## config.mk

```make
export PLATFORM = sky130hd
export DESIGN_NAME = ack_center
export DESIGN_NICKNAME = d
export VERILOG_FILES = /design/src/logic/mmio_macros.svh /design/src/logic/periph_pkg.sv /design/src/logic/ack_center.sv
export SDC_FILE = /design/constraint.sdc
export NUM_CORES = 1
export LEC_CHECK = 0
export ABC_AREA = 1
export BUFFER_PORTS_ARGS = -buffer_cell sky130_fd_sc_hd__buf_2
export CORE_AREA = 2 2 39 41
export DETAILED_ROUTE_END_ITERATION = 12
export DIE_AREA = 0 0 41 43
export PLACE_DENSITY_LB_ADDON = 0.15
export SLEW_MARGIN = 20
export SYNTH_ARGS = -nofsm -noshare
export SYNTH_HDL_FRONTEND = slang
export SYNTH_SLANG_ARGS = --single-unit
```

## constraint.sdc

```tcl
create_clock -name clk -period 3.15 [get_ports clk]
set_input_delay 0.315 -clock clk [delete_from_list [all_inputs] [get_ports clk]]
set_output_delay 0.315 -clock clk [all_outputs]
set_load 0.05 [all_outputs]
```

## src/logic/mmio_macros.svh

```systemverilog
`ifndef MMIO_MACROS_SVH
`define MMIO_MACROS_SVH

// Region bases, matched above the in-region offset bits
`define MMIO_RAM_BASE    32'h0001_0000
`define MMIO_KEY_BASE    32'h0002_0000
`define MMIO_DISP_BASE   32'h0003_0000

// Offset bits inside one region, 4 KiB windows
`define MMIO_REGION_BITS 12

// On-chip RAM depth in 32-bit words
`define MMIO_RAM_WORDS   256

// Load data for unmapped addresses and display reads
`define MMIO_ERR_WORD    32'hDEAD_BEEF

`endif

```

## src/logic/periph_pkg.sv

```systemverilog
package periph_pkg;

    typedef enum logic [1:0] {
        reg_ram  = 2'd0,
        reg_key  = 2'd1,
        reg_disp = 2'd2,
        reg_none = 2'd3
    } region_e;

    // Raw event from the keypad scanner
    typedef struct packed {
        logic [4:0] button;
        logic [1:0] app;
        logic       rising;
    } key_event_t;

    // Stored record, valid in the top bit
    typedef struct packed {
        logic       valid;
        logic [1:0] app;
        logic [4:0] button;
    } key_rec_t;

    // Display window request
    typedef struct packed {
        logic [31:0] address;
        logic [31:0] data;
        logic        wen;
    } disp_req_t;

endpackage

```

## src/logic/ack_center.sv

```systemverilog
module ack_center (
    input  logic                clk,
    input  logic                arst_n,
    input  logic                req,
    input  periph_pkg::region_e region,
    input  logic                ram_done,
    input  logic                disp_ack,
    output logic                ack,
    output logic                ram_start,
    output logic                key_read
);
    import periph_pkg::*;

    typedef enum logic [1:0] {
        idle,
        wait_ram,
        wait_disp,
        acked
    } ack_state_e;

    ack_state_e state;
    logic       is_key;

    always_ff @(posedge clk or negedge arst_n) begin
        if (!arst_n) begin
            state     <= idle;
            ack       <= 1'b0;
            ram_start <= 1'b0;
            key_read  <= 1'b0;
            is_key    <= 1'b0;
        end else begin
            ram_start <= 1'b0;
            key_read  <= 1'b0;
            case (state)
                idle: begin
                    // Ack from the previous release drops here
                    ack <= 1'b0;
                    if (req) begin
                        is_key <= (region == reg_key);
                        case (region)
                            reg_ram: begin
                                state     <= wait_ram;
                                ram_start <= 1'b1;
                            end
                            reg_disp: state <= wait_disp;
                            default:  state <= acked;
                        endcase
                    end
                end
                wait_ram: begin
                    if (ram_done) begin
                        state <= acked;
                        ack   <= 1'b1;
                    end
                end
                wait_disp: begin
                    if (disp_ack) begin
                        state <= acked;
                        ack   <= 1'b1;
                    end
                end
                acked: begin
                    ack <= 1'b1;
                    if (!req) begin
                        state    <= idle;
                        // Keypad record consumed once the CPU lets go
                        key_read <= is_key;
                    end
                end
                default: state <= idle;
            endcase
        end
    end

endmodule

```

## Word level (Yosys, flattened, before mapping)

Index checks and enable logic that the tools add are counted.

| storage, ports and cells | value |
|---|---|
| register bits after elaboration | 6 |
| bits of input ports | 7 |

| cells by class | value |
|---|---|
| equality and inequality tests | 9 |
| multiplexer cells | 14 |
| reduce and logical (&&, ||, !) cells | 5 |

Operators by type and width:

| kind | number |
|---|---|
| 2-bit two-way mux | 4 |
| 2-bit != test (second input constant) | 4 |
| 2-bit case mux with 4 select lines | 1 |
| 1-bit two-way mux | 7 |
| 2-bit equality test (second input constant) | 3 |
| 2-bit by 1-bit equality test with 1-bit output (second input constant) | 2 |
| 2-bit logical NOT | 2 |
| 1-bit case mux with 4 select lines | 1 |
| 2-bit case mux with 2 select lines | 1 |
| 2-bit AND reduction | 2 |
| 4-bit AND reduction | 1 |

## Logic depth before layout (Yosys ltp)

| depth | value |
|---|---|
| depth after elaboration | 4 |
| gate-level depth with buffers | 7 |
| depth with buffers taken out | 7 |

## Worst setup path after synthesis

OpenSTA, ideal clock, no wires.

| timing path | value |
|---|---|
| kind | register -> register |
| start point | reg state[0] |
| end point | reg state[0] |
| setup time | 120 ps |
| arrival time | 952 ps |
| required time | 3030 ps |
| slack | 2077 ps |
| stages on the path, launching flop included | 7 |
| period minus slack after synthesis | 1073 ps |
| path through | dfrtp_1 inv_1 ha_1 nand2_2 nand2_4 o21ai_1 nand2_1 |

| on the way | value |
|---|---|
| cells in the longest elaborated chain, start to end | 3 |
| elaborated cells on any way between the ends | 10 |
| classes of those cells | 7 x eq/ne; 1 x mux; 2 x reduce/logical |

RTL lines:

| element | line | text |
|---|---|---|
| start: declaration | ack_center.sv:21 | `ack_state_e state;` |
| start signal: assignment | ack_center.sv:26 | `state <= idle;` |
| start signal: assignment | ack_center.sv:42 | `state <= wait_ram;` |
| start signal: assignment | ack_center.sv:45 | `reg_disp: state <= wait_disp;` |
| 2-bit equality test, or another cell as far along | ack_center.sv:34 | `case (state)` |
| 2-bit != test (no source line) | n/a |  |
| 4-bit AND reduction (no source line) | n/a |  |

Parallel ways exist; a longest one is shown, timed or not.
A chain may end at the register's enable or synchronous reset.

## Final worst setup path

Same ends and word-level chain as after synthesis.

==> flow_summary_export.csv <==
group,metric,value,unit
setup_path,startpoint,"state[0]",
setup_path,crit_path_max_fanout,4,
power_and_ir_drop,power.density,894,mW/mm^2
drt,remaining_drc_errors,0,
logic_synthesis,ys_warn_count,0,
logic_synthesis,ys_types,12,
grt,antenna_found_initial,0,
setup_path,regToRegSetupSlack,1960,ps
placement,pre_cts_ws,1950,ps
final_layout,n_fill_cell,150,
grt,grt_max_degree,7,
floorplan,fp.dieW,41,um
final_layout,post-route-util,0.341,
logic_synthesis,ys_async_sr_fraction,1.00,
flow_run,max-cap-violations,0,
clock_network,cts_buffer_depth,2,
logic_synthesis,avgSynthCellArea,8.31,um^2
power_and_ir_drop,ir_worst_vdd,0.295,mV
clock_network,clk_pin_slew,50,ps
final_layout,antenna_cells,0,
timing,rsz0062_at_grt,"no",
setup_path,worstSetupEndpoint,"state[0]",
placement,hpwl,542,um
logic_synthesis,synth_top_area_cell,"dfrtp_1",
timing,slew_headroom,0.835,
logic_synthesis,netlist_area,374,um^2
logic_synthesis,synth.most_common_cell,"nand2_1",
drt,drt_wl_total,632,um
timing,hold_violations,0,
logic_synthesis,synth_edf_count,0,
timing,setup_viol,0,
drt,ant_nets,0,
clock_network,cts_sinks,6,
clock_network,htreeDepth,1,
setup_path,arrival,1320,ps
final_layout,drive_gt1_frac,0.293,
drt,initialDrtViolationCount,5,
grt,overflow,0,
floorplan,fp.dieH,43,um
final_layout,syn_to_final_growth,26.1,%
timing,skew,3.40,ps
drt,num_vias,295,
logic_synthesis,synth_common_cells,"nand2_1 (15), dfrtp_1 (6), inv_1 (6), ha_1 (5), o21ai_0 (4)",
drt,drt_first_pass_iters,3,
timing,maxSlewViolCount,0,
logic_synthesis,yosysSeqAreaShare,0.401,
hold_path,hold_path_class,"primary input to register",
grt,grt_pass1_vias,282,
floorplan,core_area,0.00138,mm^2
clock_network,cts_tree,"done",
logic_synthesis,synth_top_flop_cell,"dfrtp_1",
timing,min_period,1190,ps
setup_path,start_kind,"register",
grt,track_usage,0.102,
floorplan,dieArea,0.00176,mm^2
logic_synthesis,synthTopCellsByArea,"dfrtp_1 (40%), ha_1 (17%), nand2_1 (15%)",
setup_path,timing.rr.end,"state[0]",
floorplan,ios,10,
timing,setup_slack,1960,ps
power_and_ir_drop,total_power,0.422,mW
clock_network,cts_setup_buffers,0,
clock_network,cts.repair.resized,0,
run_status,status,"complete, no violations",
grt,grt_pass1_wl,1160,um
setup_path,cp-end-kind,"register",
setup_path,worstPathRequired,3280,ps
final_layout,nNetsFinal,72,
logic_synthesis,ys_ff_latch,6,
setup_path,r2r-start,"state[0]",
setup_path,rr_worst_depth,6,
drt,viasPerCell,3.99,
drt,detail_route.wl_per_cell,8.54,um
logic_synthesis,synth_cells,45,
timing,worstMarginPinSlew,249,ps
floorplan,start_util,0.270,
clock_network,clk-insertion-delay-late,240,ps
logic_synthesis,synth_top_area_frac,0.401,
clock_network,cts_buffers,3,
timing,fmax,0.840,GHz
floorplan,num_rows,14,
timing,final.setup.tns,0,ps
power_and_ir_drop,p_leak,0.267,nW
clock_network,clock-root-buffer,"clkbuf_4",
placement,port_buffers,9,
logic_synthesis,synth_fp_nets,57,
placement,gp_congestion,0.658,
timing,period_share,0.378,
setup_path,critPathKind,"register to register",
-- flip-flops by register name, summed over array words and instances (netlist names) --
| signal | flops |
|---|---|
| ram_start | 1 |
| is_key | 1 |
| ack | 1 |
| state | 2 |
| key_read | 1 |
-- cell families after synthesis --
| group | share of synthesized area |
|---|---|
| buffers and inverters | 0.0702 |
| adder cells (fa/ha/maj) | 0.167 |
| flip-flops | 0.401 |
| AO/OA/AOI/OAI | 0.0803 |
| AND/OR/NAND/NOR | 0.281 |
-- cell usage in the layout (no fill, tap or decap), drive strengths merged --
| cell type | instances |
|---|---|
| nand2 | 18 |
| dlygate4sd3 | 1 |
| dfrtp | 6 |
| clkbuf | 3 |
| inv | 7 |
| o21ai | 6 |
| ha | 5 |
| nor2 | 2 |
| nor3 | 1 |
| buf | 9 |
-- critical path: stages (launching register included) --
cell     delay [ps]
dfrtp_1         390
inv_1           100
ha_1            230
nand2_2          90
nand2_4          60
o21ai_1         140
nand2_1          70
-- layer usage --
metal / wire length (um) / GRT usage / share of wire
met5: 0 / 0 / 0
met3: 27 / 0.0628 / 0.043
met2: 312 / 0.128 / 0.49
met4: 0 / 0.0400 / 0
met1: 292 / 0.139 / 0.46
-- power breakdown --
group | total (mW) | internal, mW | switching, mW | leakage [nW]
clock | 0.0706 | 0.0431 | 0.0275 | 0.0138
sequential | 0.126 | 0.106 | 0.0200 | 0.0763
combinational | 0.226 | 0.0801 | 0.146 | 0.177
total | 0.422 | 0.229 | 0.193 | 0.267
-- repair_timing --
item / in CTS / in global routing
setup endpoints to repair: 0 / 0
hold endpoints to repair: 6 / 0
hold buffers: 1 / 0
-- area by class of cell --
class	count	area [um^2]	area share
clock buffer	3	22.5	0.0477
timing repair buffer	10	55.1	0.117
multi-input combinational	32	198	0.419
sequential	6	150	0.318
tap	16	20.0	0.0424
inverter	7	26.3	0.0557
-- metrics by stage --
| stage | hold slack (ps) | std cells | cell area, um^2 |
|---|---|---|---|
| floorplan | 19.4 | 45 | 374 |
| global placement | 149 | 70 | 439 |
| detailed placement | 147 | 70 | 439 |
| CTS | 252 | 74 | 472 |
| global route | 253 | 74 | 472 |
| finish | 255 | 74 | 472 |
-- how the worst min path moves through the flow --
stage	start	endpoint	depth (start not counted)
6_report	region[1]	ram_start	2
5_1_grt	region[1]	ram_start	2
4_1_cts	region[1]	ram_start	2
3_5_place_dp	arst_n	is_key	1
3_3_place_gp	arst_n	ram_start	1
2_1_floorplan	arst_n	ack	0
Power figures use the tool's default switching activity.
