<file path="config.mk">
export PLATFORM = sky130hd
export DESIGN_NAME = keypad_register
export DESIGN_NICKNAME = d
export VERILOG_FILES = /design/src/logic/mmio_macros.svh /design/src/logic/periph_pkg.sv /design/src/logic/keypad_register.sv
export SDC_FILE = /design/constraint.sdc
export NUM_CORES = 1
export LEC_CHECK = 0
export BUFFER_PORTS_ARGS = -buffer_cell sky130_fd_sc_hd__buf_4
export CAP_MARGIN = 10
export CORE_AREA = 3 3 40 42
export CTS_CLUSTER_DIAMETER = 150
export CTS_CLUSTER_SIZE = 30
export DETAILED_ROUTE_END_ITERATION = 7
export DIE_AREA = 0 0 43 45
export PLACE_DENSITY_LB_ADDON = 0.25
export SYNTH_ARGS = -nofsm -noshare
export SYNTH_HDL_FRONTEND = slang
export SYNTH_SLANG_ARGS = --single-unit
</file>
<file path="constraint.sdc">
create_clock -name clk -period 1.4 [get_ports clk]
set_input_delay 0.28 -clock clk [delete_from_list [all_inputs] [get_ports clk]]
set_output_delay 0.28 -clock clk [all_outputs]
set_load 0.005 [all_outputs]
</file>
<file path="src/logic/mmio_macros.svh">
`ifndef MMIO_MACROS_SVH
`define MMIO_MACROS_SVH

// Region bases, matched above the in-region offset bits
`define MMIO_RAM_BASE    32'h0001_0000
`define MMIO_KEY_BASE    32'h0002_0000
`define MMIO_DISP_BASE   32'h0003_0000

// Offset bits inside one region, 4 KiB windows
`define MMIO_REGION_BITS 12

// On-chip RAM depth in 32-bit words
`define MMIO_RAM_WORDS   256

// Load data for unmapped addresses and display reads
`define MMIO_ERR_WORD    32'hDEAD_BEEF

`endif

</file>
<file path="src/logic/periph_pkg.sv">
package periph_pkg;

    typedef enum logic [1:0] {
        reg_ram  = 2'd0,
        reg_key  = 2'd1,
        reg_disp = 2'd2,
        reg_none = 2'd3
    } region_e;

    // Raw event from the keypad scanner
    typedef struct packed {
        logic [4:0] button;
        logic [1:0] app;
        logic       rising;
    } key_event_t;

    // Stored record, valid in the top bit
    typedef struct packed {
        logic       valid;
        logic [1:0] app;
        logic [4:0] button;
    } key_rec_t;

    // Display window request
    typedef struct packed {
        logic [31:0] address;
        logic [31:0] data;
        logic        wen;
    } disp_req_t;

endpackage

</file>
<file path="src/logic/keypad_register.sv">
module keypad_register (
    input  logic                   clk,
    input  logic                   arst_n,
    input  periph_pkg::key_event_t key_evt,
    input  logic                   key_read,
    output periph_pkg::key_rec_t   key_rec
);
    logic rise_q;
    logic key_edge;

    // Scanner strobe going high marks a new key
    assign key_edge = key_evt.rising && !rise_q;

    always_ff @(posedge clk or negedge arst_n) begin
        if (!arst_n) begin
            rise_q  <= 1'b0;
            key_rec <= '0;
        end else begin
            rise_q <= key_evt.rising;
            if (key_edge) begin
                // New key wins over a read in the same cycle
                key_rec.valid  <= 1'b1;
                key_rec.app    <= key_evt.app;
                key_rec.button <= key_evt.button;
            end else if (key_read) begin
                key_rec.valid <= 1'b0;
            end
        end
    end

endmodule

</file>
* After elaboration in Yosys (flattened, before gate mapping)
Cells that the tools add are included.
Storage, ports and cells: register bits 9, bits of input ports 11, output and inout port bits 8, logic and storage cells 9
Cells by class: multiplexer cells 2, reductions and logical operators 3
Operators by type and width (number):
- $mux W1 | 2
- $reduce_bool A2 Y1 | 1
- $logic_and A1 B1 Y1 | 1
- $logic_not A1 Y1 | 1

* Longest topological paths before layout
Gate-level depths: netlist (run 1).
depth after elaboration 3, gate-level depth with buffers 3, depth with buffers taken out 2

* Worst setup path after synthesis (run 1)
Ideal clock, no wire load.
path kind register -> register, from register rise_q, to register key_rec[0] in the netlist's numbering, arrival time 0.909 ns, data required time 1.275 ns, setup slack 0.366 ns, stages on the path, launching flop included 4, buffers on the path 1, path through dfrtp_1 -> nor2b_4 -> buf_6 -> mux2_4
Between the ends: cells in the longest elaborated chain, start to end 2
RTL lines:
- from (decl) | line keypad_register.sv:8 | logic rise_q;
- from (signal assigned) | line keypad_register.sv:19 | rise_q <= key_evt.rising;
- $logic_not A1 Y1 | line keypad_register.sv:12 | assign key_edge = key_evt.rising && !rise_q;
- $logic_and A1 B1 Y1 | line keypad_register.sv:12
- to (decl) | line keypad_register.sv:6 | output periph_pkg::key_rec_t key_rec
No other way between the ends. A chain may end at the register's enable or synchronous reset.

* Final worst setup path (run 1)
from register rise_q, to register key_rec[6] in the netlist's numbering
The elaborated chain is that of the path after synthesis.

==> summary.txt, run 1 <==
Outcome
  • Outcome: completed

Global route
  • GRT Util Overall: 10.4%
  • GR Util met3: under 10%
  • Total gr overflow: 0
  • Most used routing layer: met2
  • Global-route wire length before repair: roughly 1300 um
  • Initial antenna violation count: 0
  • Met1 Track Usage GR: between 10% and 20%
  • Largest net degree at the start of global routing: 10
  • Vias in the first global route: 282
  • GR Layer Usage met2: between 10% and 20%

Critical path
  • CP Capture Point: key_rec[6]$_DFFE_PN0P_
  • R2R Setup Slk: approximately 0.25 ns
  • Worst EP arrival: 1.30 ns
  • Reg2reg end: key_rec[6]$_DFFE_PN0P_
  • CP Launch Point: rise_q$_DFF_PN0_
  • CP Class: flip-flop to flip-flop
  • Worst r2r src: rise_q$_DFF_PN0_
  • CP max FO: 8
  • R2R cell count: 2
  • Setup crit end kind: flip-flop
  • Worst Path Required: between 1.5 and 2 ns
  • Worst setup SP type: flip-flop

Clock network
  • Clock Sink Count: 9
  • CTS tree: built
  • Max Root-Sink Buffers: 2
  • Htree depth: 1
  • Cts bufs inserted: 3
  • Clock Latency Late Sink: 0.26 ns
  • Clock root buffer master: clkbuf_4
  • Cts repair resizes: 0
  • Clock transition at path regs: 0.06 ns

Floorplanning
  • Core Area: approximately 0.0013 mm2
  • Row count: 13
  • Die width: between 40 and 50 um
  • I/O pin cnt: 19
  • Full die area: 0.00194 mm2
  • Chip Height: between 40 and 50 um
  • Initial Util: between 20% and 30%

Synthesis
  • Post-synth top area cell: dfrtp_1
  • Post-Syn Area: approximately 370 um2
  • Synth warnings: 0
  • Mapped Nets: 31
  • Library cells used by synthesis: 6
  • Seq/Total Area, Yosys: slightly above 60%
  • Cells after synthesis: 20
  • Yosys reg bits: 9
  • Top cell type's share of synthesized area: 61.2%
  • Synth Area per Inst: approximately 18 um2
  • Top cells by area, synth: dfrtp_1 61%, mux2_4 29%, nor2b_4 3.7%

Timing
  • Relative slew slack: 78.5%
  • Min Tclk post-route: between 1 and 1.5 ns
  • Hold Fails Final Rpt: 0
  • Final period utilization: between 80% and 90%
  • RSZ-0062 raised after global routing: no
  • Total negative slack: 0 ns
  • Worst-Margin Slew: 0.321 ns
  • Max Freq: roughly 870 MHz
  • Clock Skew: 0.000320 ns
  • Final setup viols: 0
  • Final Max Slew Viols: 0

Finish
  • Antenna diodes: 0
  • Layout cells sized above 1: between 70% and 80%
  • Area Growth Syn to Fin: 48.6%
  • Final std cells w/o fill: 57
  • NumNets Final: 54

Routing
  • DRC viols: 0
  • ANT nets after route: 0
  • Via density per instance: 4.25
  • Iteration-0 DRC Markers: 0
  • Total wire length: around 760 um
  • Routed via count: 242
  • DRT Pass-1 Iters: 1
  • DR WL/cell: roughly 13 um

Power and ir drop
  • PwrDens: 1200 mW/mm2
  • Peak VDD IR: 0.555 mV
  • Leakage: ~0.28 nW

Hold path
  • Worst Hold Class: primary input to flip-flop

Place
  • DP HPWL: slightly below 600 um
  • Routability cong.: ~0.68
  • Post-Place Cells: 52
  • IO buf count: 18

Job
  • Max_cap viols: 0
layout by cell type (no fill, tap or decap):
cell,instances
a21o_2,1
buf_4,18
clkbuf_1,1
clkbuf_4,3
dfrtp_1,9
dlygate4sd3_1,1
inv_1,1
mux2_4,7
nor2b_4,1
power breakdown:
part	total [mW]	switching, mW	internal (mW)
combinational	0.142	0.0394	0.103
sequential	0.316	0.0213	0.294
clock	0.198	0.0882	0.110
total	0.656	0.149	0.507
final cells by class:
| cell class | count | area (um2) |
|---|---|---|
| Timing Repair Buffer | 19 | 145 |
| Fill cell | 134 | 738 |
| Sequential cell | 9 | 225 |
| Multi-Input combinational cell | 9 | 128 |
| Inverter | 1 | 3.75 |
| Tap cell | 15 | 18.8 |
| Clock buffer | 4 | 26.3 |
logic make-up after synthesis:
kind of cell	after synthesis	synth area share, %
DFF	9	61.2
and+or+nand+nor	1	3.74
buffers and inverters	2	4.08
AOI/OAI and AO/OA	1	2.38
muxes	7	28.6
what timing repair did:
item	4_1_cts	5_1_grt
setup buffers	0	0
hold buffers	1	0
hold endpoints to repair	9	0
flip-flops by register name, summed over array words and instances (netlist names):
register,cells
key_rec,8
rise_q,1
how the worst min path moves through the flow:
stage,from,end,slack [ns],depth (start not counted)
5_1_grt,key_evt[0],rise_q$_DFF_PN0_,0.12,1
6_report,key_evt[0],rise_q$_DFF_PN0_,0.14,1
3_5_place_dp,arst_n,key_rec[4]$_DFFE_PN0P_,0.11,1
3_3_place_gp,arst_n,key_rec[4]$_DFFE_PN0P_,0.10,1
2_1_floorplan,arst_n,key_rec[0]$_DFFE_PN0P_,-0.02,0
4_1_cts,key_evt[0],rise_q$_DFF_PN0_,0.12,1
synth_stat cells:
cell	number
nor2b_4	1
a21o_2	1
buf_6	1
inv_1	1
dfrtp_1	9
mux2_4	7
critical path, cell delays in order (launching register included):
cell	delay [ns]
dfrtp_1	0.40
nor2b_4	0.30
mux2_4	0.33
metrics by stage:
step                hold WS, ns  area (um2)  setup slack [ns]  utilization (%)  total power, mW
floorplan               -0.0156         368             0.366                -            0.378
global placement          0.103         510             0.285             39.7            0.456
detailed placement        0.108         510             0.248             39.7            0.462
CTS                       0.124         547             0.242             42.6            0.674
global route              0.116         547             0.210             42.6            0.702
finish                    0.135         547             0.246             42.6            0.656
metal layers:
metal / vias to the layer above / routed length (um)
met5: - / 0
met2: 18 / 329
met3: 2 / 102
met4: 0 / 15
li1: 110 / -
met1: 112 / 315
Note: power is estimated with default switching activity, not from simulation.
==> run 2: changes to the inputs <==
--- a/config.mk
+++ b/config.mk
@@ -5,6 +5,7 @@
 export SDC_FILE = /design/constraint.sdc
 export NUM_CORES = 1
 export LEC_CHECK = 0
+export ABC_AREA = 1
 export BUFFER_PORTS_ARGS = -buffer_cell sky130_fd_sc_hd__buf_4
 export CAP_MARGIN = 10
 export CORE_AREA = 3 3 40 42
==> constraint.sdc (replaced) <==
create_clock -name clk -period 1.08 [get_ports clk]
set_input_delay 0.216 -clock clk [delete_from_list [all_inputs] [get_ports clk]]
set_output_delay 0.216 -clock clk [all_outputs]
set_load 0.005 [all_outputs]
==> run 2 against run 1 <==
Effect of this change:
- count of clock-buffer cells in the layout is the same
- critical path depth shrank 1
- setup slack lost 0.17 ns
- synthesized cell count grew 75%
- sequential power grew 26%
- largest cell class unchanged
- power grew 23%
- critical endpoint is now key_rec[1]
- largest power group unchanged
- sequential share of layout area grew 0.094 points
- routed wire length shrank 5.4%
- combinational power grew 6%
- via count grew 20%
- final cell count grew 26%
==> summary.txt, run 2 <==
Hold path
  • Worst Hold Class: primary input to flip-flop

Synthesis
  • Number of synthesized flops with an enable pin: 0 (unchanged)
  • Synth Area per Inst: 10.5 um2 (-43%)
  • Top cell type's share of synthesized area: 61.4% (+0.21 points)
  • Largest family of logic cells by synthesized area: simple AND/OR/NAND/NOR gates
  • Top cells by area, synth: dfrtp_1 61%, nand2_1 11%, nand3_1 9.6%
  • Post-Syn Area: 367 um2 (-0.34%)
  • Yosys reg bits: 9 (unchanged)
  • Top FF cell, synth: dfrtp_1
  • Synth Area in Adders: 0% (unchanged)
  • XOR/XNOR Fraction of Synth Area: 0% (unchanged)
  • Post-synth top area cell: dfrtp_1
  • Cells after synthesis: 35 (+75%)
  • Compound-Gate Fraction of Synth Area: 1.37% (-1.0 points)
  • Fraction of registers with async set/reset: 100% (unchanged)
  • Mux share of post-synthesis cell area: 0% (-29 points)
  • Mapped Nets: 46 (+48%)
  • Library cells used by synthesis: 9 (+3)
  • Synth warnings: 0 (unchanged)
  • Seq/Total Area, Yosys: 61.4% (+0.21 points)
  • Most common cell in the synthesized netlist: nand2_1
  • Most frequent cells after synthesis: 11 x nand2_1, 9 x dfrtp_1, 7 x nand3_1
  • Simple-gate share of the synthesized area: 31.4% (+28 points)

Timing
  • Setup WS post-layout: 0.0784 ns (-0.168 ns)
  • Total negative slack: 0 ns (unchanged)
  • Final Max Slew Viols: 0 (unchanged)
  • Clock Skew: 0.000969 ns (+0.000649 ns)
  • Relative slew slack: 88.2% (+9.6 points)
  • Min Tclk post-route: 1.00 ns
  • Max Freq: approximately 1000 MHz
  • Final setup viols: 0 (unchanged)
  • Final period utilization: between 90% and 100%
  • Worst-Margin Slew: 0.175 ns (-0.146 ns)
  • Hold Fails Final Rpt: 0 (unchanged)
  • RSZ-0062 raised after global routing: no

Routing
  • Routed via count: 291 (+20%)
  • Total wire length: 722 um (-5.4%)
  • ANT nets after route: 0 (unchanged)
  • Iteration-0 DRC Markers: 0 (unchanged)
  • DRC viols: 0 (unchanged)
  • DR WL/cell: 10.0 um (-25%)
  • DRT Pass-1 Iters: 1 (unchanged)
  • Via density per instance: 4.04 (-4.8%)

Power and ir drop
  • Power, Total: 0.805 mW (+23%)
  • Combinational power share: 18.8% (-2.9 points)
  • Part of the power in registers: 49.5% (+1.4 points)
  • Clk pwr share: 31.7% (+1.5 points)
  • Leakage: 0.292 nW (+3.3%)
  • Sw Pwr: 0.198 mW (+33%)
  • Internal: 0.607 mW (+20%)
  • PwrDens: 1480 mW/mm2 (+23%)
  • Peak VDD IR: 0.780 mV (+41%)
  • Sw frac: 24.6% (+1.9 points)

Critical path
  • Crit-path max cell delay: 0.39 ns (about the same)
  • Family with the most delay on the worst path: flip-flops
  • Worst Path Required: 0.86 ns (-0.68 ns)
  • Worst setup SP type: flip-flop
  • Worst EP arrival: 0.79 ns (-0.51 ns)
  • Buf/Inv on CP: 1 (+1)
  • Setup crit end kind: output pin
  • Slowest-stage cell, CP: dfrtp_1
  • CP Class: flip-flop to output pin
  • Crit-path cells: buf_4
  • CP max FO: 2 (-6)

Clock network
  • Max Root-Sink Buffers: 2 (unchanged)
  • Clock root buffer master: clkbuf_4
  • Clock transition at path regs: 0.06 ns (about the same)
  • Clock Sink Count: 9 (unchanged)
  • Clock Latency Late Sink: 0.26 ns (about the same)
  • CTS tree: built
  • Cts repair resizes: 0 (unchanged)
  • Cts bufs inserted: 3 (unchanged)
  • Htree depth: 1 (unchanged)

Place
  • Post-Place Cells: 67 (+29%)
  • Pre-CTS setup slack: 0.287 ns (+0.0394 ns)
  • Routability cong.: 0.666 (-2.7%)
  • DP Area: 509 um2 (-0.25%)
  • IO buf count: 18 (unchanged)

Finish
  • Antenna diodes: 0 (unchanged)
  • Most frequent cells in the layout: 18 x buf_4, 11 x nand2_1, 9 x dfrtp_1, 7 x nand3_1
  • Area Growth Syn to Fin: 48.8%
  • Leading registers by flop count: key_rec x8, rise_q x1
  • Max reg flops: 8 (unchanged)
  • Fin area: 546 um2 (-0.23%)
  • NumNets Final: 69 (+28%)
  • Layout cells sized above 1: 45.6% (-26 points)
  • Most common cell after layout, fill and taps aside: buf_4
  • Final std cells w/o fill: 72 (+26%)
  • Reg with most FFs: key_rec

Floorplanning
  • Full die area: 0.00194 mm2 (unchanged)
  • Initial Util: 28.5% (-0.097 points)
  • Row count: 13 (unchanged)
  • Die width: 43 um (unchanged)
  • Core Area: 0.00128 mm2 (unchanged)
  • Chip Height: 45 um (unchanged)
  • I/O pin cnt: 19 (unchanged)

Global route
  • Global-route wire length before repair: 1150 um (-14%)
  • Largest net degree at the start of global routing: 10 (unchanged)
  • GRT Util Overall: 9.10% (-1.3 points)
  • Total gr overflow: 0 (unchanged)
  • Vias in the first global route: 261 (-7.4%)
  • Initial antenna violation count: 0 (unchanged)

Job
  • Max_cap viols: 0 (unchanged)

Outcome
  • Outcome: completed
[run 2: metal layers]
layer,part of all wire [%],GRT usage [%],routed length [um],vias up
met5,0,0,0,-
met4,0,5.42,0,0
met3,12,7.57,86,0
met2,45,11.4,325,14
met1,43,10.5,309,121
li1,-,-,-,156
[run 2: worst register-to-register path: cells and delay by family (launching register included)]
family                 cells  cell delay (ns)
DFF                        1             0.39
and+or+nand+nor            3             0.18
buffers and inverters      1             0.11
[run 2: kinds of logic after synthesis]
kind of cell           count (synthesis)
DFF                                    9
AOI/OAI and AO/OA                      1
buffers and inverters                  3
and+or+nand+nor                       22
[run 2: cell type report]
| class | instances | area (um2) |
|---|---|---|
| clock buffer | 4 | 26.3 |
| fill | 136 | 739 |
| inverter | 2 | 10.0 |
| multi-input combinational | 23 | 120 |
| sequential | 9 | 225 |
| tap | 15 | 18.8 |
| timing repair buffer | 19 | 145 |
[run 2: final timing paths]
| check | start | end | slack (ns) | cells past startpoint |
|---|---|---|---|---|
| min reg2reg | key_rec[4]$_DFFE_PN0P_ | key_rec[4]$_DFFE_PN0P_ | 0.47 | 2 |
| max in group asynchronous | arst_n | key_rec[6]$_DFFE_PN0P_ | 0.64 | 2 |
| min in group asynchronous | arst_n | key_rec[7]$_DFFE_PN0P_ | 0.31 | 2 |
| max | key_rec[1]$_DFFE_PN0P_ | key_rec[1] | 0.08 | 1 |
| max reg2reg | rise_q$_DFF_PN0_ | key_rec[5]$_DFFE_PN0P_ | 0.29 | 4 |
| min | key_evt[0] | rise_q$_DFF_PN0_ | 0.17 | 1 |
[run 2: through the flow]
step / hold slack (ns) / utilization, %
after global placement: 0.0452 / 39.6
after global routing: 0.145 / 42.5
after CTS: 0.159 / 42.5
after detailed placement: 0.0461 / 39.6
after floorplan: -0.0796 / -
final: 0.171 / 42.5
[run 2: timing repair]
item | CTS | global route
buffers inserted | 0 | 0
endpoints found under the hold margin | 9 | 0
hold buffers | 1 | 0
endpoints found under the setup margin | 0 | 0
[run 2: power by group through the flow]
stage / sequential (mW) / combinational (mW) / clock [mW]
CTS: 0.400 / 0.155 / 0.269
global route: 0.403 / 0.169 / 0.306
finish: 0.399 / 0.151 / 0.255
floorplan: 0.407 / 0.0540 / 0
detailed placement: 0.406 / 0.152 / 0
global placement: 0.405 / 0.151 / 0
