**src/logic/mmio_macros.svh**
```systemverilog
`ifndef MMIO_MACROS_SVH
`define MMIO_MACROS_SVH

// Region bases, matched above the in-region offset bits
`define MMIO_RAM_BASE    32'h0001_0000
`define MMIO_KEY_BASE    32'h0002_0000
`define MMIO_DISP_BASE   32'h0003_0000

// Offset bits inside one region, 4 KiB windows
`define MMIO_REGION_BITS 12

// On-chip RAM depth in 32-bit words
`define MMIO_RAM_WORDS   256

// Load data for unmapped addresses and display reads
`define MMIO_ERR_WORD    32'hDEAD_BEEF

`endif

```
**src/logic/bus_pkg.sv**
```systemverilog
package bus_pkg;

    typedef enum logic {
        op_read  = 1'b0,
        op_write = 1'b1
    } mem_op_e;

    // CPU data port request, full word only
    typedef struct packed {
        logic [31:0] address;
        logic [31:0] wdata;
        mem_op_e     op;
    } cpu_req_t;

    // Wishbone classic, manager to slave
    typedef struct packed {
        logic [31:0] adr;
        logic [31:0] dat;
        logic        we;
        logic        stb;
        logic        cyc;
    } wb_m2s_t;

    // Wishbone classic, slave to manager
    typedef struct packed {
        logic [31:0] dat;
        logic        ack;
    } wb_s2m_t;

endpackage

```
**src/logic/periph_pkg.sv**
```systemverilog
package periph_pkg;

    typedef enum logic [1:0] {
        reg_ram  = 2'd0,
        reg_key  = 2'd1,
        reg_disp = 2'd2,
        reg_none = 2'd3
    } region_e;

    // Raw event from the keypad scanner
    typedef struct packed {
        logic [4:0] button;
        logic [1:0] app;
        logic       rising;
    } key_event_t;

    // Stored record, valid in the top bit
    typedef struct packed {
        logic       valid;
        logic [1:0] app;
        logic [4:0] button;
    } key_rec_t;

    // Display window request
    typedef struct packed {
        logic [31:0] address;
        logic [31:0] data;
        logic        wen;
    } disp_req_t;

endpackage

```
**src/logic/address_decoder.sv**
```systemverilog
`include "mmio_macros.svh"

module address_decoder (
    input  logic                req,
    input  bus_pkg::cpu_req_t   cpu_req,
    output periph_pkg::region_e region,
    output logic                disp_wen
);
    import bus_pkg::*;
    import periph_pkg::*;

    localparam logic [31:0] offset_mask = (32'd1 << `MMIO_REGION_BITS) - 32'd1;

    logic [31:0] page;

    // Region part of the address, offset bits cleared
    assign page = cpu_req.address & ~offset_mask;

    always_comb begin
        if (page == (`MMIO_RAM_BASE & ~offset_mask)) begin
            region = reg_ram;
        end else if (page == (`MMIO_KEY_BASE & ~offset_mask)) begin
            region = reg_key;
        end else if (page == (`MMIO_DISP_BASE & ~offset_mask) && cpu_req.op == op_write) begin
            region = reg_disp;
        end else begin
            // Display reads land here too, the window is write-only
            region = reg_none;
        end
    end

    assign disp_wen = req && (region == reg_disp);

endmodule

```
**config.mk**
```make
export PLATFORM = sky130hd
export DESIGN_NAME = address_decoder
export DESIGN_NICKNAME = d
export VERILOG_FILES = /design/src/logic/bus_pkg.sv /design/src/logic/periph_pkg.sv /design/src/logic/address_decoder.sv
export VERILOG_INCLUDE_DIRS = /design/src /design/src/logic
export SDC_FILE = /design/constraint.sdc
export NUM_CORES = 1
export LEC_CHECK = 0
export ABC_AREA = 1
export BUFFER_PORTS_ARGS = -buffer_cell sky130_fd_sc_hd__buf_2
export CORE_AREA = 2 2 39 41
export DETAILED_ROUTE_END_ITERATION = 10
export DIE_AREA = 0 0 41 43
export PLACE_DENSITY_LB_ADDON = 0.2
export SLEW_MARGIN = 20
export SYNTH_ARGS = -nofsm -noshare
export SYNTH_HDL_FRONTEND = slang
export SYNTH_SLANG_ARGS = --single-unit
```
**constraint.sdc**
```tcl
create_clock -name vclk -period 1.3
set_clock_uncertainty 0.05 [all_clocks]
set_input_delay 0.195 -clock vclk [all_inputs]
set_output_delay 0.195 -clock vclk [all_outputs]
set_load 0.02 [all_outputs]
```
Yosys cells after proc, flatten, opt, wreduce, memory -nomap -nowiden
Cells that the tools add are included.
- input port bits: 66
- logic and storage cells: 9
- bits in registers: 0
- reductions and logical operators: 2
- mux-type cells: 3
- equal/unequal tests: 4
- operators by type and width (cell ; number):
    $eq 20x6->1 const B ; 2
    $eq 20x5->1 const B ; 1
    $mux 2 ; 2
    $eq 2x2->1 const B ; 1
    $logic_and 1x1->1 ; 2
    $mux 1 ; 1

Longest topological paths before layout
Gate-level depths: netlist of the first run.
- depth in word-level cells: 7
- mapped depth: 6
- depth with buffers taken out: 6

Least setup slack after synthesis of the first run
Ideal clock, no wire load.
- kind: in2out
- start: input port cpu_req[60] (netlist bit)
- end: output port disp_wen
- cell stages on the path: 5
- path buffers: 0
- setup slack: 30 ps
- arrival time: 1025 ps
- required time: 1055 ps
- cell sequence: nor2_1 nand2_1 nor2_4 nand3_1 nor2_1
- cells in the longest elaborated chain, start to end: 7
- elaborated cells on any way between the ends: 9
- those cells by class: 4 x eq/ne; 3 x mux; 2 x reduce/logical
- ends and longest elaborated chain (item ; line ; source):
    start: declaration ; address_decoder.sv:5 ; input bus_pkg::cpu_req_t cpu_req,
    $eq 20x6->1 ; address_decoder.sv:24 ; end else if (page == (`MMIO_DISP_BASE & ~offset_mask) && cpu_req.op == op_write) begin
    $logic_and 1x1->1 ; address_decoder.sv:24 ;
    $mux 1 ; address_decoder.sv:24 ;
    $mux 2 ; address_decoder.sv:22 ; end else if (page == (`MMIO_KEY_BASE & ~offset_mask)) begin
    $mux 2 * ; address_decoder.sv:20 ; if (page == (`MMIO_RAM_BASE & ~offset_mask)) begin
    net region[0] ; address_decoder.sv:6 ; output periph_pkg::region_e region,
    $eq 2x2->1 * ; address_decoder.sv:32 ; assign disp_wen = req && (region == reg_disp);
    $logic_and 1x1->1 * ; address_decoder.sv:32 ;
    end: declaration ; address_decoder.sv:7 ; output logic disp_wen
Mark *: on every way through the listed nets, which the timed path passes. The rest lies on a longest branch.

Worst setup path after layout of the first run
- start: input port cpu_req[48] (netlist bit)
- end: output port disp_wen
- cells in the longest elaborated chain, start to end: 7
- elaborated cells on any way between the ends: 9
- those cells by class: 4 x eq/ne; 3 x mux; 2 x reduce/logical
- ends and longest elaborated chain (item ; line):
    $eq 20x6->1 ; address_decoder.sv:24
    $logic_and 1x1->1 ; address_decoder.sv:24
    $mux 1 ; address_decoder.sv:24
    $mux 2 ; address_decoder.sv:22
    $mux 2 * ; address_decoder.sv:20
    $eq 2x2->1 * ; address_decoder.sv:32
    $logic_and 1x1->1 * ; address_decoder.sv:32
Every way passes the cells marked *; elsewhere a longest branch is shown, timed or not.

==> summary.md, run 1 <==
| Metric | Value |
|---|---|
| Worst IR drop on VDD | `0.0407 mV` |
| Grt ovf | `0` |
| Worst-Margin Slew | `0.173 ns` |
| Final ANT Viol Nets | `0` |
| Crit-path max cell delay | `0.16 ns` |
| Layout cells sized above 1 | `0.549` |
| # Post-CTS Setup Buffers | `0` |
| Ports | `69` |
| Clock buffer count | `0` |
| LEAKAGE | `0.000144 uW` |
| Final setup fails | `0` |
| Placement Setup Slack | `0.122 ns` |
| CP required | `1.05 ns` |
| Post-Syn Nets | `92` |
| Min Tclk post-route | `1.16 ns` |
| Post-route cell area | `264 um^2` |
| Most common cell after layout, fill and taps aside | `buf_2` |
| Xor and xnor area share after synthesis | `0.0737` |
| Post-Syn Area | `119 um^2` |
| Diode count | `0` |
| Die area | `0.00176 mm^2` |
| Synth Warn # | `0` |
| Die W | `41 um` |
| RSZ-0062 raised after global routing | `no` |
| Worst Setup SP | `cpu_req[48]` |
| Initial core utilization | `0.0859` |
| Initial antenna violation count | `0` |
| Total track usage | `0.0370` |
| Setup WS post-layout | `0.139 ns` |
| Final sequential cell count | `0` |
| Highest clock rate | `861 MHz` |
| Status | `completed` |
| Setup TNS | `0 ns` |
| Worst Setup End Kind | `output port` |
| CP startpoint kind | `primary input` |
| Pin count of the biggest net entering global routing | `4` |
| First-pass GRT wire length | `489 um` |
| PortBufs | `25` |
| GP Congestion | `0.604` |
| Distinct cells, synth | `8` |
| Number of fill cells | `166` |
| Post-Synth Adder-Cell Area | `0` |
| Vias | `227` |
| Drt initial violations | `0` |
| Detailed Place HPWL | `373 um` |
| Synth-to-Final Area Change | `122%` |
| Synth Area in Simple Gates | `0.863` |
| Max Fanout on Critical Path | `2` |
| Vias per cell | `3.39` |
| Arrival time of data at the critical path endpoint | `0.92 ns` |
| Number of global-route vias before repair | `137` |
| Pwr Density | `193 mW/mm^2` |
| Tcrit/Tclk final | `0.893` |
| Mean area per synthesized cell | `4.57 um^2` |
| Worst setup path end | `disp_wen` |
| FF+latch area | `0 um^2` |
| Main combinational cell family by area after synthesis | `simple AND/OR/NAND/NOR gates` |
| Total routed wirelength | `399 um` |
| Critical path type | `primary input to output port` |
| Hold crit path type | `primary input to output port` |
| Most frequent cells in the layout | `buf_2, nor2_1, nand2_1` |
| Max Slew Vio Count | `0` |
| DRC | `0` |
| Fin. Hold Viols | `0` |
| Total of max-cap violations | `0` |
| Synth Area in Compound Gates | `0` |
| Row count | `14` |
| Die height | `43 um` |
| Area of the multi-input gates | `111 um^2` |
| Post_cts resized | `0` |
| Final nets | `119` |
| Sequential-to-total area share from yosys stat | `0` |
| Syn Inst Count | `26` |
| First-pass iteration count of the detailed router | `1` |
| Drt wl/cell | `5.96 um` |
| CTS Hold Bufs | `0` |
| Placed cell areas | `264 um^2` |
| Fin Hold WS | `0.664 ns` |
| Core area | `0.00138 mm^2` |
| Cells along the critical path | `buf_2 > nor2_1 > nand2_1 > nor2_2 > nand3_1 > nor2_1 > buf_2` |
| Slew HR | `0.884` |
| Post-synthesis mux area share | `0` |
| Slowest library cell on the worst path | `buf_2` |
-- power by group --
group | internal (uW) | leakage (uW) | switching [uW]
sequential | 0 | 0 | 0
clock | 0 | 0 | 0
combinational | 30.7 | 0.000144 | 20.2
-- critical path: cells and delay by family --
family	cells	cell delay (ns)
and+or+nand+nor	5	0.47
buffers and inverters	2	0.26
-- synth_stat cells (all sizes together) --
cell | n | share of area
nor2 | 13 | 0.52
nand4 | 1 | 0.053
xor2 | 1 | 0.074
nand2 | 8 | 0.25
nand3 | 1 | 0.042
inv | 2 | 0.063
-- area by class of cell --
class / count / share of cell area
inverter: 2 / 0.0284
multi-input combinational: 24 / 0.422
tap: 16 / 0.0758
timing repair buffer: 25 / 0.474
-- routing by layer --
layer	GRT usage	wire [um]
met1	0.0570	170
met2	0.0594	174
met3	0	55
met4	0	0
met5	0	0
-- worst min path at each step --
stage	start	end	slack (ns)	depth (start not counted)
global route	req	disp_wen	0.68	4
global placement	req	disp_wen	0.67	4
finish	req	disp_wen	0.66	4
floorplan	req	disp_wen	0.47	2
CTS	req	disp_wen	0.67	4
detailed placement	req	disp_wen	0.67	4
-- cells by family after synthesis --
| family | Yosys count |
|---|---|
| XOR/XNOR | 1 |
| buffers and inverters | 2 |
| AND/OR/NAND/NOR | 23 |
-- metrics by stage --
step,util,cells,total power [uW]
floorplan,-,26,17.0
global placement,0.191,67,51.1
detailed placement,0.191,67,51.6
CTS,0.191,67,51.8
global route,0.191,67,58.6
finish,0.191,67,50.9
Note: power is estimated with default switching activity, not from simulation.
==> run 2, diff against run 1 <==
RECOVER_POWER = 50   (was not set)
clock period = 1.02 ns   (was 1.3 ns; I/O delays follow)
==> summary.md, run 2 (synthesized netlist as in run 1, its figures left out) <==
| Metric | Value |
|---|---|
| Hold crit path type | `primary input to output port` |
| Total of max-cap violations | `0 (unchanged)` |
| Number of global-route vias before repair | `178 (+30%)` |
| Pwr Density | `272 mW/mm^2 (+41%)` |
| Cells along the critical path | `buf_6 > nor2_4 > nand2_2 > nor2_4 > nand3_4 > nor2_4 > buf_6` |
| Core area | `0.00138 mm^2 (unchanged)` |
| Slowest library cell on the worst path | `nor2_4` |
| Status | `complete, but fails checks` |
| Pin count of the biggest net entering global routing | `3 (-1)` |
| Final setup fails | `2 (+2)` |
| Met2 usage | `0.0906 (+0.0313)` |
| RSZ-0062 raised after global routing | `yes` |
| Sw Ratio | `0.404 (+0.00733)` |
| Pint | `66.1 uW (+110%)` |
| Grt peak-use layer | `met2` |
| First-pass iteration count of the detailed router | `1 (unchanged)` |
| Layout cells sized above 1 | `0.846 (+0.297)` |
| Crit-path most repeated cell | `nor2_4` |
| Final core utilization | `0.295 (+0.104)` |
| Area of the multi-input gates | `189 um^2 (+70%)` |
| Drt wl/cell | `6.76 um (+14%)` |
| Die height | `43 um (unchanged)` |
| Crit-path max cell delay | `0.14 ns (-0.02 ns)` |
| Setup WS post-layout | `-0.0584 ns (-0.198 ns)` |
| Initial antenna violation count | `0 (unchanged)` |
| Slew HR | `0.885 (+0.00144)` |
| Row count | `14 (unchanged)` |
| First-pass GRT wire length | `621 um (+27%)` |
| Drt initial violations | `0 (unchanged)` |
| Synth-to-Final Area Change | `243%` |
| Non-Filler Instances | `68 (+1.5%)` |
| Vias | `249 (+9.7%)` |
| Die area | `0.00176 mm^2 (unchanged)` |
| Failing checks | `setup timing` |
| Most common cell after layout, fill and taps aside | `buf_2` |
| Final nets | `120 (+0.84%)` |
| Tcrit/Tclk final | `1.06` |
| Final sequential cell count | `0 (unchanged)` |
| Ports | `69 (unchanged)` |
| Total routed wirelength | `460 um (+15%)` |
| Total track usage | `0.0470 (+0.00999)` |
| Min Tclk post-route | `1.08 ns` |
| Max Slew Vio Count | `0 (unchanged)` |
| Worst-Margin Slew | `0.171 ns (-0.00216 ns)` |
| Most frequent cells in the layout | `buf_2, buf_6, nor2_4` |
| Highest clock rate | `927 MHz` |
| Fin. Hold Viols | `0 (unchanged)` |
| GP Congestion | `0.559 (-7.4%)` |
| PortBufs | `25 (unchanged)` |
| Arrival time of data at the critical path endpoint | `0.88 ns (-0.04 ns)` |
| Initial core utilization | `0.0859 (unchanged)` |
| LEAKAGE | `0.000175 uW (+21%)` |
| Max Fanout on Critical Path | `2 (unchanged)` |
| Diode count | `0 (unchanged)` |
| Vias per cell | `3.66 (+8.1%)` |
| P_sw | `44.8 uW (+120%)` |
| CP startpoint kind | `primary input` |
| Final ANT Viol Nets | `0 (unchanged)` |
| Combinational Power Share | `1.000 (about the same)` |
| FF+latch area | `0 um^2 (unchanged)` |
| Met1 Use GR | `0.0538 (-0.00316)` |
| Sequential share of power | `0 (unchanged)` |
| Number of fill cells | `158 (-4.8%)` |
| Dpl cells | `68 (+1.5%)` |
| Fin Hold WS | `0.605 ns (-0.0583 ns)` |
| Grt ovf | `0 (unchanged)` |
| Clock buffer count | `0 (unchanged)` |
| CP required | `0.82 ns (-0.23 ns)` |
| Clock power frac | `0 (unchanged)` |
| Worst Setup End Kind | `output port` |
| Grt met3 use | `0.00524 (+0.00524)` |
| Critical path type | `primary input to output port` |
| DRC | `0 (unchanged)` |
| Die W | `41 um (unchanged)` |
| Worst IR drop on VDD | `0.0768 mV (+89%)` |
run 2: cell count changes in the layout (fill, tap and decap cells not counted), moves of 2 or more:
| cell | delta |
|---|---|
| nand2_2 | +4 |
| nor2_2 | +4 |
| nor2_1 | -10 |
| buf_6 | +9 |
| buf_2 | -10 |
| nor2_4 | +6 |
| buf_4 | +2 |
| nand2_1 | -4 |
run 2: routing by layer:
| metal | routed length [um] | part of all wire |
|---|---|---|
| met5 | 0 | 0 |
| met4 | 0 | 0 |
| met3 | 63 | 0.14 |
| met2 | 243 | 0.53 |
| met1 | 153 | 0.33 |
run 2: worst paths after layout:
path                    start       end  slack, ns  cells after the start
setup / recovery  cpu_req[47]  disp_wen      -0.06                      7
hold / removal            req  disp_wen       0.61                      4
run 2: layout make-up:
| class | instances | area share |
|---|---|---|
| timing repair buffer | 26 | 0.469 |
| multi-input combinational | 24 | 0.463 |
| inverter | 2 | 0.0184 |
| tap | 16 | 0.0491 |
run 2: power groups by stage:
stage,clock (uW),combinational [uW],sequential (uW)
after floorplan,0,23.5,0
after detailed placement,0,70.6,0
after global routing,0,123,0
after CTS,0,76.7,0
after global placement,0,70.0,0
final,0,111,0
run 2: what timing repair did:
action / CTS / global route
pin swaps: 2 / 15
setup buffers: 0 / 0
setup endpoints to repair: 3 / 3
hold buffers: 0 / 0
resized for setup: 9 / 22
run 2: critical path: cells and delay by family:
kind / cells / cell delay, ns
simple gates: 5 / 0.51
buf+inv: 2 / 0.21
run 2: per-stage QoR:
step	power (uW)	setup WS (ns)	instance area, um^2	TNS, ns
floorplan	23.5	0.0231	131	0
global placement	70.0	-0.115	284	-0.182
detailed placement	70.6	-0.115	284	-0.193
CTS	76.7	-0.0599	320	-0.0823
global route	123	-0.132	408	-0.245
finish	111	-0.0584	408	-0.0621
==> run 3, diff against run 2 <==
CELL_PAD_IN_SITES_DETAIL_PLACEMENT = 0   (was not set)
CELL_PAD_IN_SITES_GLOBAL_PLACEMENT = 1   (was not set)
==> summary.md, run 3 (synthesized netlist as in run 1, its figures left out) <==
| Metric | Value |
|---|---|
| Combinational Power Share | `1.000 (about the same)` |
| Number of global-route vias before repair | `177 (-0.56%)` |
| Vias per cell | `3.72 (+1.6%)` |
| Initial antenna violation count | `0 (unchanged)` |
| Sw Ratio | `0.394 (-0.00956)` |
| Slowest library cell on the worst path | `nor2_4` |
| Detailed Place HPWL | `372 um` |
| Setup WS post-layout | `-0.0457 ns (+0.0127 ns)` |
| Core area | `0.00138 mm^2 (unchanged)` |
| Most common cell after layout, fill and taps aside | `buf_2` |
| Final nets | `120 (unchanged)` |
| CTS Hold Bufs | `0 (unchanged)` |
| Highest clock rate | `938 MHz (+1.2%)` |
| CP startpoint kind | `primary input` |
| Die W | `41 um (unchanged)` |
| DRC | `0 (unchanged)` |
| Max Slew Vio Count | `0 (unchanged)` |
| Clock power frac | `0 (unchanged)` |
| Most frequent cells in the layout | `buf_2, buf_6, nor2_4` |
| Final setup fails | `1 (-1)` |
| Vias | `253 (+1.6%)` |
| Pwr Density | `281 mW/mm^2 (+3.4%)` |
| Fin. Hold Viols | `0 (unchanged)` |
| Hold crit path type | `primary input to output port` |
| Layout cells sized above 1 | `0.846 (unchanged)` |
| Total routed wirelength | `455 um (-1.1%)` |
| Min Tclk post-route | `1.07 ns (-0.0127 ns)` |
| CP required | `0.82 ns (about the same)` |
| Worst Setup SP | `cpu_req[48]` |
| Crit-path most repeated cell | `nor2_4` |
| FF+latch area | `0 um^2 (unchanged)` |
| Pint | `72.0 uW (+8.9%)` |
| Placed cell areas | `284 um^2 (unchanged)` |
| Final ANT Viol Nets | `0 (unchanged)` |
| Total track usage | `0.0440 (-0.00300)` |
| First-pass GRT wire length | `586 um (-5.6%)` |
| Slew HR | `0.881 (-0.00419)` |
| Diode count | `0 (unchanged)` |
| Tcrit/Tclk final | `1.04 (-0.0125)` |
| Number of fill cells | `158 (unchanged)` |
| Worst-Margin Slew | `0.178 ns (+0.00626 ns)` |
| Worst IR drop on VDD | `0.0745 mV (-3.1%)` |
| Row count | `14 (unchanged)` |
| Synth-to-Final Area Change | `256%` |
| Setup TNS | `-0.0457 ns (+0.0164 ns)` |
| Sequential share of power | `0 (unchanged)` |
| Cells along the critical path | `buf_2 > nor2_4 > nand2_2 > nor2_4 > nand3_4 > nor2_4 > buf_6` |
| RSZ-0062 raised after global routing | `yes` |
| GP Congestion | `0.532 (-4.9%)` |
| Post-route cell area | `423 um^2 (+3.7%)` |
| Ports | `69 (unchanged)` |
| Worst Setup End Kind | `output port` |
| Drt initial violations | `0 (unchanged)` |
| Total Power | `119 uW (+7.2%)` |
| Initial core utilization | `0.0859 (unchanged)` |
| Die height | `43 um (unchanged)` |
| Final sequential cell count | `0 (unchanged)` |
| Drt wl/cell | `6.69 um (-1.1%)` |
| P_sw | `46.8 uW (+4.6%)` |
| Failing checks | `setup timing` |
| Hold_sp | `req` |
| Clock buffer count | `0 (unchanged)` |
| Status | `complete, but fails checks` |
| Grt ovf | `0 (unchanged)` |
| Max Fanout on Critical Path | `2 (unchanged)` |
| Die area | `0.00176 mm^2 (unchanged)` |
| LEAKAGE | `0.000179 uW (+2.0%)` |
| First-pass iteration count of the detailed router | `1 (unchanged)` |
| Total of max-cap violations | `0 (unchanged)` |
| Critical path type | `primary input to output port` |
| Arrival time of data at the critical path endpoint | `0.86 ns (-0.02 ns)` |
| Crit-path max cell delay | `0.13 ns (about the same)` |
| PortBufs | `25 (unchanged)` |
| Pin count of the biggest net entering global routing | `3 (unchanged)` |
| Area of the multi-input gates | `194 um^2 (+2.6%)` |
run 3: cell count changes in the layout (fill, tap and decap cells not counted):
cell and delta:
buf_2 -1, buf_4 -1, nor2_2 -1, nor2_4 +1, buf_6 +2
run 3: final cells by class:
type | instances | share of cell area
inverter | 2 | 0.0178
multi-input combinational | 24 | 0.459
timing repair buffer | 26 | 0.476
tap | 16 | 0.0473
run 3: through the flow:
step | hold WS (ns) | util | instances | setup slack [ns]
after floorplan | 0.401 | - | 26 | 0.0231
after global placement | 0.636 | 0.205 | 68 | -0.105
after detailed placement | 0.633 | 0.205 | 68 | -0.104
after CTS | 0.608 | 0.246 | 68 | -0.0544
after global routing | 0.622 | 0.306 | 68 | -0.101
final | 0.601 | 0.306 | 68 | -0.0457
run 3: power by group through the flow:
stage                     registers [uW]  clock network (uW)  logic [uW]
after floorplan                        0                   0        23.5
after global placement                 0                   0        70.6
after detailed placement               0                   0        70.6
after CTS                              0                   0        85.2
after global routing                   0                   0         130
final                                  0                   0         119
run 3: path summary, 6_finish.rpt:
path	to	slack [ns]	depth (start not counted)
max	disp_wen	-0.05	7
min	disp_wen	0.60	4
run 3: worst max-delay path, delay by kind of cell:
family                 cells  cell delay, ns
buffers and inverters      2            0.22
AND/OR/NAND/NOR            5            0.48
run 3: layer usage:
metal | track usage | share of wire | wire length, um | vias up
li1 | - | - | - | 131
met1 | 0.0443 | 0.33 | 150 | 103
met2 | 0.0906 | 0.48 | 220 | 19
met3 | 0.00524 | 0.18 | 83 | 0
met4 | 0 | 0 | 0 | 0
met5 | 0 | 0 | 0 | -
run 3: timing repair:
action                     4_1_cts  5_1_grt
pin swaps                        5       14
setup endpoints to repair        2        3
buffers inserted                 0        0
gates resized for setup         13       20
